--- config.mk ---
export PLATFORM = sky130hd
export DESIGN_NAME = rv_core
export DESIGN_NICKNAME = d
export VERILOG_FILES = /design/src/isa_pkg.sv /design/src/core_pkg.sv /design/src/fetch_unit.sv /design/src/decode_unit.sv /design/src/reg_file.sv /design/src/execute_unit.sv /design/src/retire_unit.sv /design/src/rv_core.sv
export VERILOG_INCLUDE_DIRS = /design/src
export SDC_FILE = /design/constraint.sdc
export NUM_CORES = 2
export LEC_CHECK = 0
export BUFFER_PORTS_ARGS = -buffer_cell sky130_fd_sc_hd__buf_2
export CAP_MARGIN = 20
export CELL_PAD_IN_SITES_DETAIL_PLACEMENT = 0
export CELL_PAD_IN_SITES_GLOBAL_PLACEMENT = 2
export CORE_AREA = 2 2 427 472
export DETAILED_ROUTE_END_ITERATION = 10
export DIE_AREA = 0 0 429 474
export PLACE_DENSITY = 0.77
export SLEW_MARGIN = 20
export SYNTH_ARGS = -nofsm -noshare
export SYNTH_HDL_FRONTEND = slang
export SYNTH_SLANG_ARGS = --single-unit
--- constraint.sdc ---
create_clock -name clk -period 17.4 [get_ports clk]
set_clock_uncertainty 0.15 [all_clocks]
set_input_delay 1.74 -clock clk [delete_from_list [all_inputs] [get_ports clk]]
set_output_delay 1.74 -clock clk [all_outputs]
set_load 0.02 [all_outputs]
--- src/core_defines.svh ---
// core-wide sizes and reset vector for the RV32I core
// widths are fixed by the ISA, do not change XLEN
`ifndef CORE_DEFINES_SVH
`define CORE_DEFINES_SVH

// data and address width
`define XLEN 32

// integer register file
`define REG_COUNT 32
`define REG_IDX_W 5

// first fetch address after reset
`define RESET_PC 32'h8000_0000

`endif

--- src/isa_pkg.sv ---
// RV32I instruction encoding: opcodes and field layouts
// only the opcodes this core executes are enumerated
`include "core_defines.svh"

package isa_pkg;

    typedef enum logic [6:0] {
        op_reg    = 7'b0110011,
        op_imm    = 7'b0010011,
        op_lui    = 7'b0110111,
        op_auipc  = 7'b0010111,
        op_jal    = 7'b1101111,
        op_jalr   = 7'b1100111,
        op_branch = 7'b1100011
    } opcode_t;

    typedef struct packed {
        logic [6:0]            funct7;
        logic [`REG_IDX_W-1:0] rs2;
        logic [`REG_IDX_W-1:0] rs1;
        logic [2:0]            funct3;
        logic [`REG_IDX_W-1:0] rd;
        logic [6:0]            opcode;   // raw bits, may hold unknown opcodes
    } r_fmt_t;

    typedef struct packed {
        logic [11:0]           imm12;
        logic [`REG_IDX_W-1:0] rs1;
        logic [2:0]            funct3;
        logic [`REG_IDX_W-1:0] rd;
        logic [6:0]            opcode;
    } i_fmt_t;

    // same word seen as register fields, immediate fields or plain bits
    typedef union packed {
        r_fmt_t            r;
        i_fmt_t            i;
        logic [`XLEN-1:0]  raw;
    } inst_word_u;

endpackage

--- src/core_pkg.sv ---
// internal records of the core: ALU ops, decoded instruction, retire report
// no load/store or system kinds, anything unknown is kind_none
`include "core_defines.svh"

package core_pkg;

    typedef enum logic [3:0] {
        alu_add, alu_sub, alu_sll, alu_slt, alu_sltu,
        alu_xor, alu_srl, alu_sra, alu_or, alu_and
    } alu_op_t;

    typedef enum logic [2:0] {
        kind_reg, kind_imm, kind_lui, kind_auipc,
        kind_jal, kind_jalr, kind_branch, kind_none
    } inst_kind_t;

    typedef struct packed {
        inst_kind_t            kind;
        alu_op_t               alu_op;
        logic [2:0]            funct3;   // branch condition for kind_branch
        logic [`REG_IDX_W-1:0] rd;
        logic [`REG_IDX_W-1:0] rs1;
        logic [`REG_IDX_W-1:0] rs2;
        logic [`XLEN-1:0]      imm;      // already sign extended
    } decoded_t;

    typedef struct packed {
        logic [`XLEN-1:0]      pc;
        logic [`XLEN-1:0]      next_pc;
        logic [`REG_IDX_W-1:0] rd;
        logic                  rd_we;
        logic [`XLEN-1:0]      rd_data;
    } retire_t;

endpackage

--- src/fetch_unit.sv ---
// two-cycle fetch/execute sequencer, memory answers in the fetch cycle
// run low only stalls before a fetch, never mid-instruction
`include "core_defines.svh"

module fetch_unit (
    input  logic                clk,
    input  logic                reset,
    input  logic                run,
    input  logic [`XLEN-1:0]    next_pc,
    input  isa_pkg::inst_word_u imem_rdata,
    output logic [`XLEN-1:0]    pc,
    output isa_pkg::inst_word_u inst,
    output logic                imem_req,
    output logic                exec_valid
);

    typedef enum logic {
        st_fetch,
        st_exec
    } state_t;

    state_t state;

    assign imem_req   = (state == st_fetch) && run;
    assign exec_valid = (state == st_exec);

    always_ff @(posedge clk) begin
        if (reset) begin
            state <= st_fetch;
            pc    <= `RESET_PC;
        end else begin
            if (imem_req)
                state <= st_exec;
            else if (exec_valid)
                state <= st_fetch;   // back to fetch, waits there while run is low
            if (exec_valid)
                pc <= next_pc;
        end
    end

    // instruction register
    always_ff @(posedge clk) begin
        if (imem_req)
            inst <= imem_rdata;
    end

endmodule

--- src/decode_unit.sv ---
// combinational RV32I decode for the integer, upper-immediate and control-flow formats
// unknown opcodes come out as kind_none with a zero immediate
`include "core_defines.svh"

module decode_unit (
    input  isa_pkg::inst_word_u inst,
    output core_pkg::decoded_t  dec
);

    logic [`XLEN-1:0] imm_i;
    logic [`XLEN-1:0] imm_b;
    logic [`XLEN-1:0] imm_j;
    logic [`XLEN-1:0] imm_u;

    // immediates, all formats built in parallel
    assign imm_i = {{20{inst.i.imm12[11]}}, inst.i.imm12};
    assign imm_b = {{20{inst.raw[31]}}, inst.raw[7], inst.raw[30:25], inst.raw[11:8], 1'b0};
    assign imm_j = {{12{inst.raw[31]}}, inst.raw[19:12], inst.raw[20], inst.raw[30:21], 1'b0};
    assign imm_u = {inst.raw[31:12], 12'b0};

    always_comb begin
        dec.funct3 = inst.r.funct3;
        dec.rd     = inst.r.rd;
        dec.rs1    = inst.r.rs1;
        dec.rs2    = inst.r.rs2;

        case (inst.r.opcode)
            isa_pkg::op_reg:    dec.kind = core_pkg::kind_reg;
            isa_pkg::op_imm:    dec.kind = core_pkg::kind_imm;
            isa_pkg::op_lui:    dec.kind = core_pkg::kind_lui;
            isa_pkg::op_auipc:  dec.kind = core_pkg::kind_auipc;
            isa_pkg::op_jal:    dec.kind = core_pkg::kind_jal;
            isa_pkg::op_jalr:   dec.kind = core_pkg::kind_jalr;
            isa_pkg::op_branch: dec.kind = core_pkg::kind_branch;
            default:            dec.kind = core_pkg::kind_none;
        endcase

        case (dec.kind)
            core_pkg::kind_imm, core_pkg::kind_jalr: dec.imm = imm_i;
            core_pkg::kind_branch:                   dec.imm = imm_b;
            core_pkg::kind_jal:                      dec.imm = imm_j;
            core_pkg::kind_lui, core_pkg::kind_auipc: dec.imm = imm_u;
            default:                                 dec.imm = '0;   // register form has none
        endcase

        dec.alu_op = core_pkg::alu_add;   // jumps and upper-imm just add
        if (dec.kind == core_pkg::kind_reg || dec.kind == core_pkg::kind_imm) begin
            case (inst.r.funct3)
                3'b000: begin
                    // sub only exists in the register form
                    if (dec.kind == core_pkg::kind_reg && inst.r.funct7[5])
                        dec.alu_op = core_pkg::alu_sub;
                end
                3'b001:  dec.alu_op = core_pkg::alu_sll;
                3'b010:  dec.alu_op = core_pkg::alu_slt;
                3'b011:  dec.alu_op = core_pkg::alu_sltu;
                3'b100:  dec.alu_op = core_pkg::alu_xor;
                3'b101:  dec.alu_op = inst.r.funct7[5] ? core_pkg::alu_sra : core_pkg::alu_srl;
                3'b110:  dec.alu_op = core_pkg::alu_or;
                default: dec.alu_op = core_pkg::alu_and;
            endcase
        end
    end

endmodule

--- src/reg_file.sv ---
// 32 x 32 integer register file, two async reads and one sync write
// x0 is never written and always reads zero
`include "core_defines.svh"

module reg_file (
    input  logic                  clk,
    input  logic                  reset,
    input  logic                  we,
    input  logic [`REG_IDX_W-1:0] waddr,
    input  logic [`REG_IDX_W-1:0] raddr1,
    input  logic [`REG_IDX_W-1:0] raddr2,
    input  logic [`XLEN-1:0]      wdata,
    output logic [`XLEN-1:0]      rdata1,
    output logic [`XLEN-1:0]      rdata2
);

    logic [`XLEN-1:0] regs [`REG_COUNT];

    always_ff @(posedge clk) begin
        if (reset) begin
            for (int i = 0; i < `REG_COUNT; i++)
                regs[i] <= '0;
        end else if (we && waddr != '0) begin   // drop writes to x0
            regs[waddr] <= wdata;
        end
    end

    // x0 stays zero from reset on
    assign rdata1 = regs[raddr1];
    assign rdata2 = regs[raddr2];

    a_x0_zero: assert property (@(posedge clk) disable iff (reset)
        (raddr1 == '0 |-> rdata1 == '0) and (raddr2 == '0 |-> rdata2 == '0));

endmodule

--- src/execute_unit.sv ---
// ALU, branch compare and next-pc selection, purely combinational
// kind_none behaves as a no-op: pc + 4 and no write
`include "core_defines.svh"

module execute_unit (
    input  core_pkg::decoded_t dec,
    input  logic [`XLEN-1:0]   pc,
    input  logic [`XLEN-1:0]   rs1_val,
    input  logic [`XLEN-1:0]   rs2_val,
    output logic [`XLEN-1:0]   next_pc,
    output logic [`XLEN-1:0]   rd_data,
    output logic               rd_we
);

    logic [`XLEN-1:0] alu_a;
    logic [`XLEN-1:0] alu_b;
    logic [`XLEN-1:0] alu_result;
    logic [`XLEN-1:0] seq_pc;
    logic [`XLEN-1:0] pc_target;
    logic             taken;

    assign seq_pc    = pc + 32'd4;
    assign pc_target = pc + dec.imm;   // branch and jal share it

    // operand select
    always_comb begin
        case (dec.kind)
            core_pkg::kind_imm, core_pkg::kind_jalr: begin
                alu_a = rs1_val;
                alu_b = dec.imm;
            end
            core_pkg::kind_lui: begin
                alu_a = '0;
                alu_b = dec.imm;
            end
            core_pkg::kind_auipc: begin
                alu_a = pc;
                alu_b = dec.imm;
            end
            default: begin
                alu_a = rs1_val;
                alu_b = rs2_val;
            end
        endcase
    end

    always_comb begin
        case (dec.alu_op)
            core_pkg::alu_sub:  alu_result = alu_a - alu_b;
            core_pkg::alu_sll:  alu_result = alu_a << alu_b[4:0];
            core_pkg::alu_slt:  alu_result = {31'b0, $signed(alu_a) < $signed(alu_b)};
            core_pkg::alu_sltu: alu_result = {31'b0, alu_a < alu_b};
            core_pkg::alu_xor:  alu_result = alu_a ^ alu_b;
            core_pkg::alu_srl:  alu_result = alu_a >> alu_b[4:0];
            core_pkg::alu_sra:  alu_result = $unsigned($signed(alu_a) >>> alu_b[4:0]);
            core_pkg::alu_or:   alu_result = alu_a | alu_b;
            core_pkg::alu_and:  alu_result = alu_a & alu_b;
            default:            alu_result = alu_a + alu_b;
        endcase
    end

    // branch condition from funct3
    always_comb begin
        case (dec.funct3)
            3'b000:  taken = (rs1_val == rs2_val);
            3'b001:  taken = (rs1_val != rs2_val);
            3'b100:  taken = ($signed(rs1_val) < $signed(rs2_val));
            3'b101:  taken = ($signed(rs1_val) >= $signed(rs2_val));
            3'b110:  taken = (rs1_val < rs2_val);
            3'b111:  taken = (rs1_val >= rs2_val);
            default: taken = 1'b0;   // reserved encodings fall through
        endcase
    end

    always_comb begin
        case (dec.kind)
            core_pkg::kind_jal:    next_pc = pc_target;
            core_pkg::kind_jalr:   next_pc = {alu_result[`XLEN-1:1], 1'b0};
            core_pkg::kind_branch: next_pc = taken ? pc_target : seq_pc;
            default:               next_pc = seq_pc;
        endcase
    end

    assign rd_data = (dec.kind == core_pkg::kind_jal || dec.kind == core_pkg::kind_jalr)
                   ? seq_pc : alu_result;   // link address for jumps
    assign rd_we   = (dec.kind != core_pkg::kind_branch) && (dec.kind != core_pkg::kind_none);

endmodule

--- src/retire_unit.sv ---
// registered retire report, one pulse per executed instruction
module retire_unit (
    input  logic              clk,
    input  logic              reset,
    input  logic              exec_valid,
    input  core_pkg::retire_t rec_in,
    output logic              retire_valid,
    output core_pkg::retire_t retire
);

    always_ff @(posedge clk) begin
        if (reset)
            retire_valid <= 1'b0;
        else
            retire_valid <= exec_valid;   // one cycle after execute
    end

    always_ff @(posedge clk) begin
        if (exec_valid)
            retire <= rec_in;   // held until the next instruction retires
    end

    // execute never lasts two cycles, so neither does the report
    a_single_pulse: assert property (@(posedge clk) disable iff (reset)
        retire_valid |=> !retire_valid);

endmodule

--- src/rv_core.sv ---
// RV32I core without loads, stores or CSRs, two cycles per instruction
// imem_rdata must be valid in the same cycle as imem_req
`include "core_defines.svh"

module rv_core (
    input  logic              clk,
    input  logic              reset,
    input  logic              run,
    input  logic [`XLEN-1:0]  imem_rdata,
    output logic [`XLEN-1:0]  imem_addr,
    output logic              imem_req,
    output logic              retire_valid,
    output core_pkg::retire_t retire
);

    logic [`XLEN-1:0]    pc;
    logic [`XLEN-1:0]    next_pc;
    logic [`XLEN-1:0]    rs1_val;
    logic [`XLEN-1:0]    rs2_val;
    logic [`XLEN-1:0]    rd_data;
    logic                rd_we;
    logic                exec_valid;
    isa_pkg::inst_word_u inst;
    core_pkg::decoded_t  dec;
    core_pkg::retire_t   rec;

    assign imem_addr = pc;

    fetch_unit u_fetch (
        .clk        (clk),
        .reset      (reset),
        .run        (run),
        .next_pc    (next_pc),
        .imem_rdata (imem_rdata),
        .pc         (pc),
        .inst       (inst),
        .imem_req   (imem_req),
        .exec_valid (exec_valid)
    );

    decode_unit u_decode (
        .inst (inst),
        .dec  (dec)
    );

    reg_file u_regs (
        .clk    (clk),
        .reset  (reset),
        .we     (exec_valid && rd_we),   // only at the end of execute
        .waddr  (dec.rd),
        .raddr1 (dec.rs1),
        .raddr2 (dec.rs2),
        .wdata  (rd_data),
        .rdata1 (rs1_val),
        .rdata2 (rs2_val)
    );

    execute_unit u_exec (
        .dec     (dec),
        .pc      (pc),
        .rs1_val (rs1_val),
        .rs2_val (rs2_val),
        .next_pc (next_pc),
        .rd_data (rd_data),
        .rd_we   (rd_we)
    );

    assign rec.pc      = pc;
    assign rec.next_pc = next_pc;
    assign rec.rd      = dec.rd;
    assign rec.rd_we   = rd_we;
    assign rec.rd_data = rd_data;

    retire_unit u_retire (
        .clk          (clk),
        .reset        (reset),
        .exec_valid   (exec_valid),
        .rec_in       (rec),
        .retire_valid (retire_valid),
        .retire       (retire)
    );

endmodule

==> results.md <==
* Slowest cell on the critical path: nor4_1
* Htree depth at 4
* Switching power of the nets at 4.07 mW
* Final period utilization at 58.1%
* Row count at 172
* Sequential fraction of the synthesis area at 48.8%
* CP bufs+invs at 3
* Initial antenna violation count at 12
* Worst setup margin at 7.29 ns
* Worst skew pair latency at 0.82 ns
* Seq pwr share at 34.2%
* Critical path data required time at 17.95 ns
* TritonCTS clock tree: yes
* Post-DP Area at 76600 um2
* Mapped Area at 73100 um2
* Met1 GRT Util at 36.6%
* Initial Util at 36.8%
* Synth cell types at 105
* Unrepaired setup endpoints after global routing: no
* Crit end category: flip-flop
* Hold_buf cts at 0
* PostCTS Resize Cnt at 0
* Die area at 203000 um2
* Vias in the first global route at 57400
* CP max stage delay at 1.09 ns
* Outcome: finished clean
* Synth area leaders: edfxtp_1 48%, mux4_2 9.6%, mux2i_1 8.3%
* Fraction of layout cells with a size suffix above 1 at 17.2%
* Met3 global-route usage at 6.28%
* CTS sink count at 1202
* Layout Cells excl Fill at 9142
* Num CTS Buffers at 136
* DRT iter0 DRCs at 7842
* Die width at 429 um
* P&R area growth vs syn at 10.9%
* Worst EP arrival at 10.66 ns
* TritonRoute pass-1 iters at 6
* Async SR Flop Fraction at 0%
* Ys flop type: edfxtp_1
* First-pass GRT wire length at 451 mm
* HP Class: reg -> reg
* Final setup fails at 0
* Power Density at 124 nW/um2
* MaxCap Viol Count at 0
* Crit Path Max Fanout at 117
* Placeable Area at 199000 um2
* Largest net degree at the start of global routing at 118
* Warnings from Yosys at 0
* Gpl congestion at 0.987
* Max IR drop VDD at 0.130 mV
* Leakage at 31.5 nW
* Slew HR at 13.8%
* Vias/cell at 6.38
* Total number of vias at 58300
* Fin crit period at 10.11 ns
* Internal at 5.94 mW
* Total power at 10.0 mW
* Area leader, netlist: edfxtp_1
* Final Hold Fails at 0
* Global route hottest layer: met2
* Port Buffers at 170
* Measured slew at the worst slew-check pin at 1.29 ns
* Pre-CTS WS at 7.56 ns
* Drt drc at 0
* Synth Register Bits at 1202
* EDFF count, synth at 1158
* Final Slew Violations at 0
* Final setup TNS at 0 ns
* Top delay family on crit path: simple AND/OR/NAND/NOR gates
* Antenna-violating nets left at 0
* CTS root buf: clkbuf_16
* Comb pwr share at 37.1%
* Commonest cells post-synth: 1213 x nor2_1, 1158 x edfxtp_1, 608 x mux2i_1, 331 x a21oi_1, 310 x mux4_2
* Hold_ws at 0.363 ns
* Crit path cell chain: buf_4, buf_12, buf_4, mux2i_1, a22oi_1, a21oi_1, nor4_1, ha_1, nand3_1, nor4_1, and2_1, nand3_1, xnor2_1, a22o_1, a21o_1, or3_1, a21oi_1, o22ai_1, a31o_2, o21a_1
* # IOs at 171
* CP startpoint kind: flip-flop
* Nets at 6619
* Final Util at 40.8%
* Met2 usage at 52.3%
* Gr usage total at 31.6%
* Synth Instances at 6426
* Clock-pin slew on the worst setup and hold paths at 0.06 ns
* Maximum buffer depth of the clock tree at 3
* Placed Cells at 8889
* Gr ovfl total at 0
* Most frequent cell after synthesis: nor2_1
* Yosys top cell area share at 47.6%
* WL/cell at 36.1 um
* HPWL after DPL at 217 mm
* Design area at 81000 um2
* Clock share of power at 28.7%
* Switching Share at 40.7%
* Routed WL at 330 mm
* Die Ht at 474 um
* Setup Buffers After CTS at 0
* Crit path kind: reg -> reg
* Average size of a mapped cell at 11.4 um2
* F_max at 0.0989 GHz
[worst paths after layout]
| path | startpoint | end | slack (ns) | depth (start not counted) |
|---|---|---|---|---|
| worst max register to register | flip-flop | u_fetch.pc[25] | 7.29 | 20 |
| worst min register to register | u_fetch.pc[14] | u_fetch.pc[14] | 0.36 | 2 |
| worst min-delay path | u_fetch.pc[14] | u_fetch.pc[14] | 0.36 | 2 |
| worst max-delay path | flip-flop | u_fetch.pc[25] | 7.29 | 20 |
[cells in the final DEF, fill, tap and decap left out, types with 47 or more instances in the layout]
cell	synthesis	layout
nor3_1	61	57
nand2_1	297	263
o21a_1	47	47
buf_2	169	169
inv_1	141	141
o21ai_0	166	163
buf_4	25	219
edfxtp_1	1158	1158
o211ai_1	60	60
mux4_2	310	310
nor2_1	1213	1209
a22oi_1	303	300
a21o_1	72	72
clkbuf_16	0	137
mux2i_1	608	605
nand3_1	133	132
ha_1	161	161
a21oi_1	331	327
xnor2_1	59	59
[flip-flops by register name, indices dropped and copies added (netlist names), named ones only]
name,count
u_fetch.exec_valid,1
u_fetch.inst,32
u_fetch.pc,32
u_regs.regs,1024
u_retire.retire,102
u_retire.retire_valid,1
[power groups by stage]
stage	combinational, mW	sequential [mW]	clock, mW
after floorplan	2.27	3.46	0
after global placement	3.57	3.48	0
after detailed placement	3.59	3.48	0
after CTS	3.60	3.42	2.89
after global routing	3.86	3.43	3.00
final	3.71	3.42	2.87
[metal layers]
metal  vias to the layer above  part of all wire (%)
li1                      24100                     -
met1                     29600                    35
met2                      3569                    47
met3                      1002                   8.9
met4                         8                   8.3
met5                         -                 0.014
[cell type report]
cell class              instances  area [um2]
multi-input cells            4535       34500
diodes                          4        10.0
fillers                     18700      118000
clock buffers                 161        3550
flip-flops and latches       1202       35700
well taps                    2610        3270
clock inverters                85         798
repair buffers                395        2660
inverters                     150         566
[cell families after synthesis]
logic type                 Yosys count  synth area share, %
other                                1              0.00513
AOI/OAI and AO/OA                 1322                 12.2
xor gates and xnor gates            89                 1.07
buffers and inverters              720                 4.86
DFF                               1202                 48.8
muxes                              941                 18.3
adders and majority gates          164                 2.84
and+or+nand+nor                   1987                 11.9
[worst min-delay path, stage by stage, from the launching register on]
cell     delay (ns)
dfxtp_1        0.33
nor2_1         0.09
nor3_1         0.05
Note: power is estimated with default switching activity, not from simulation.
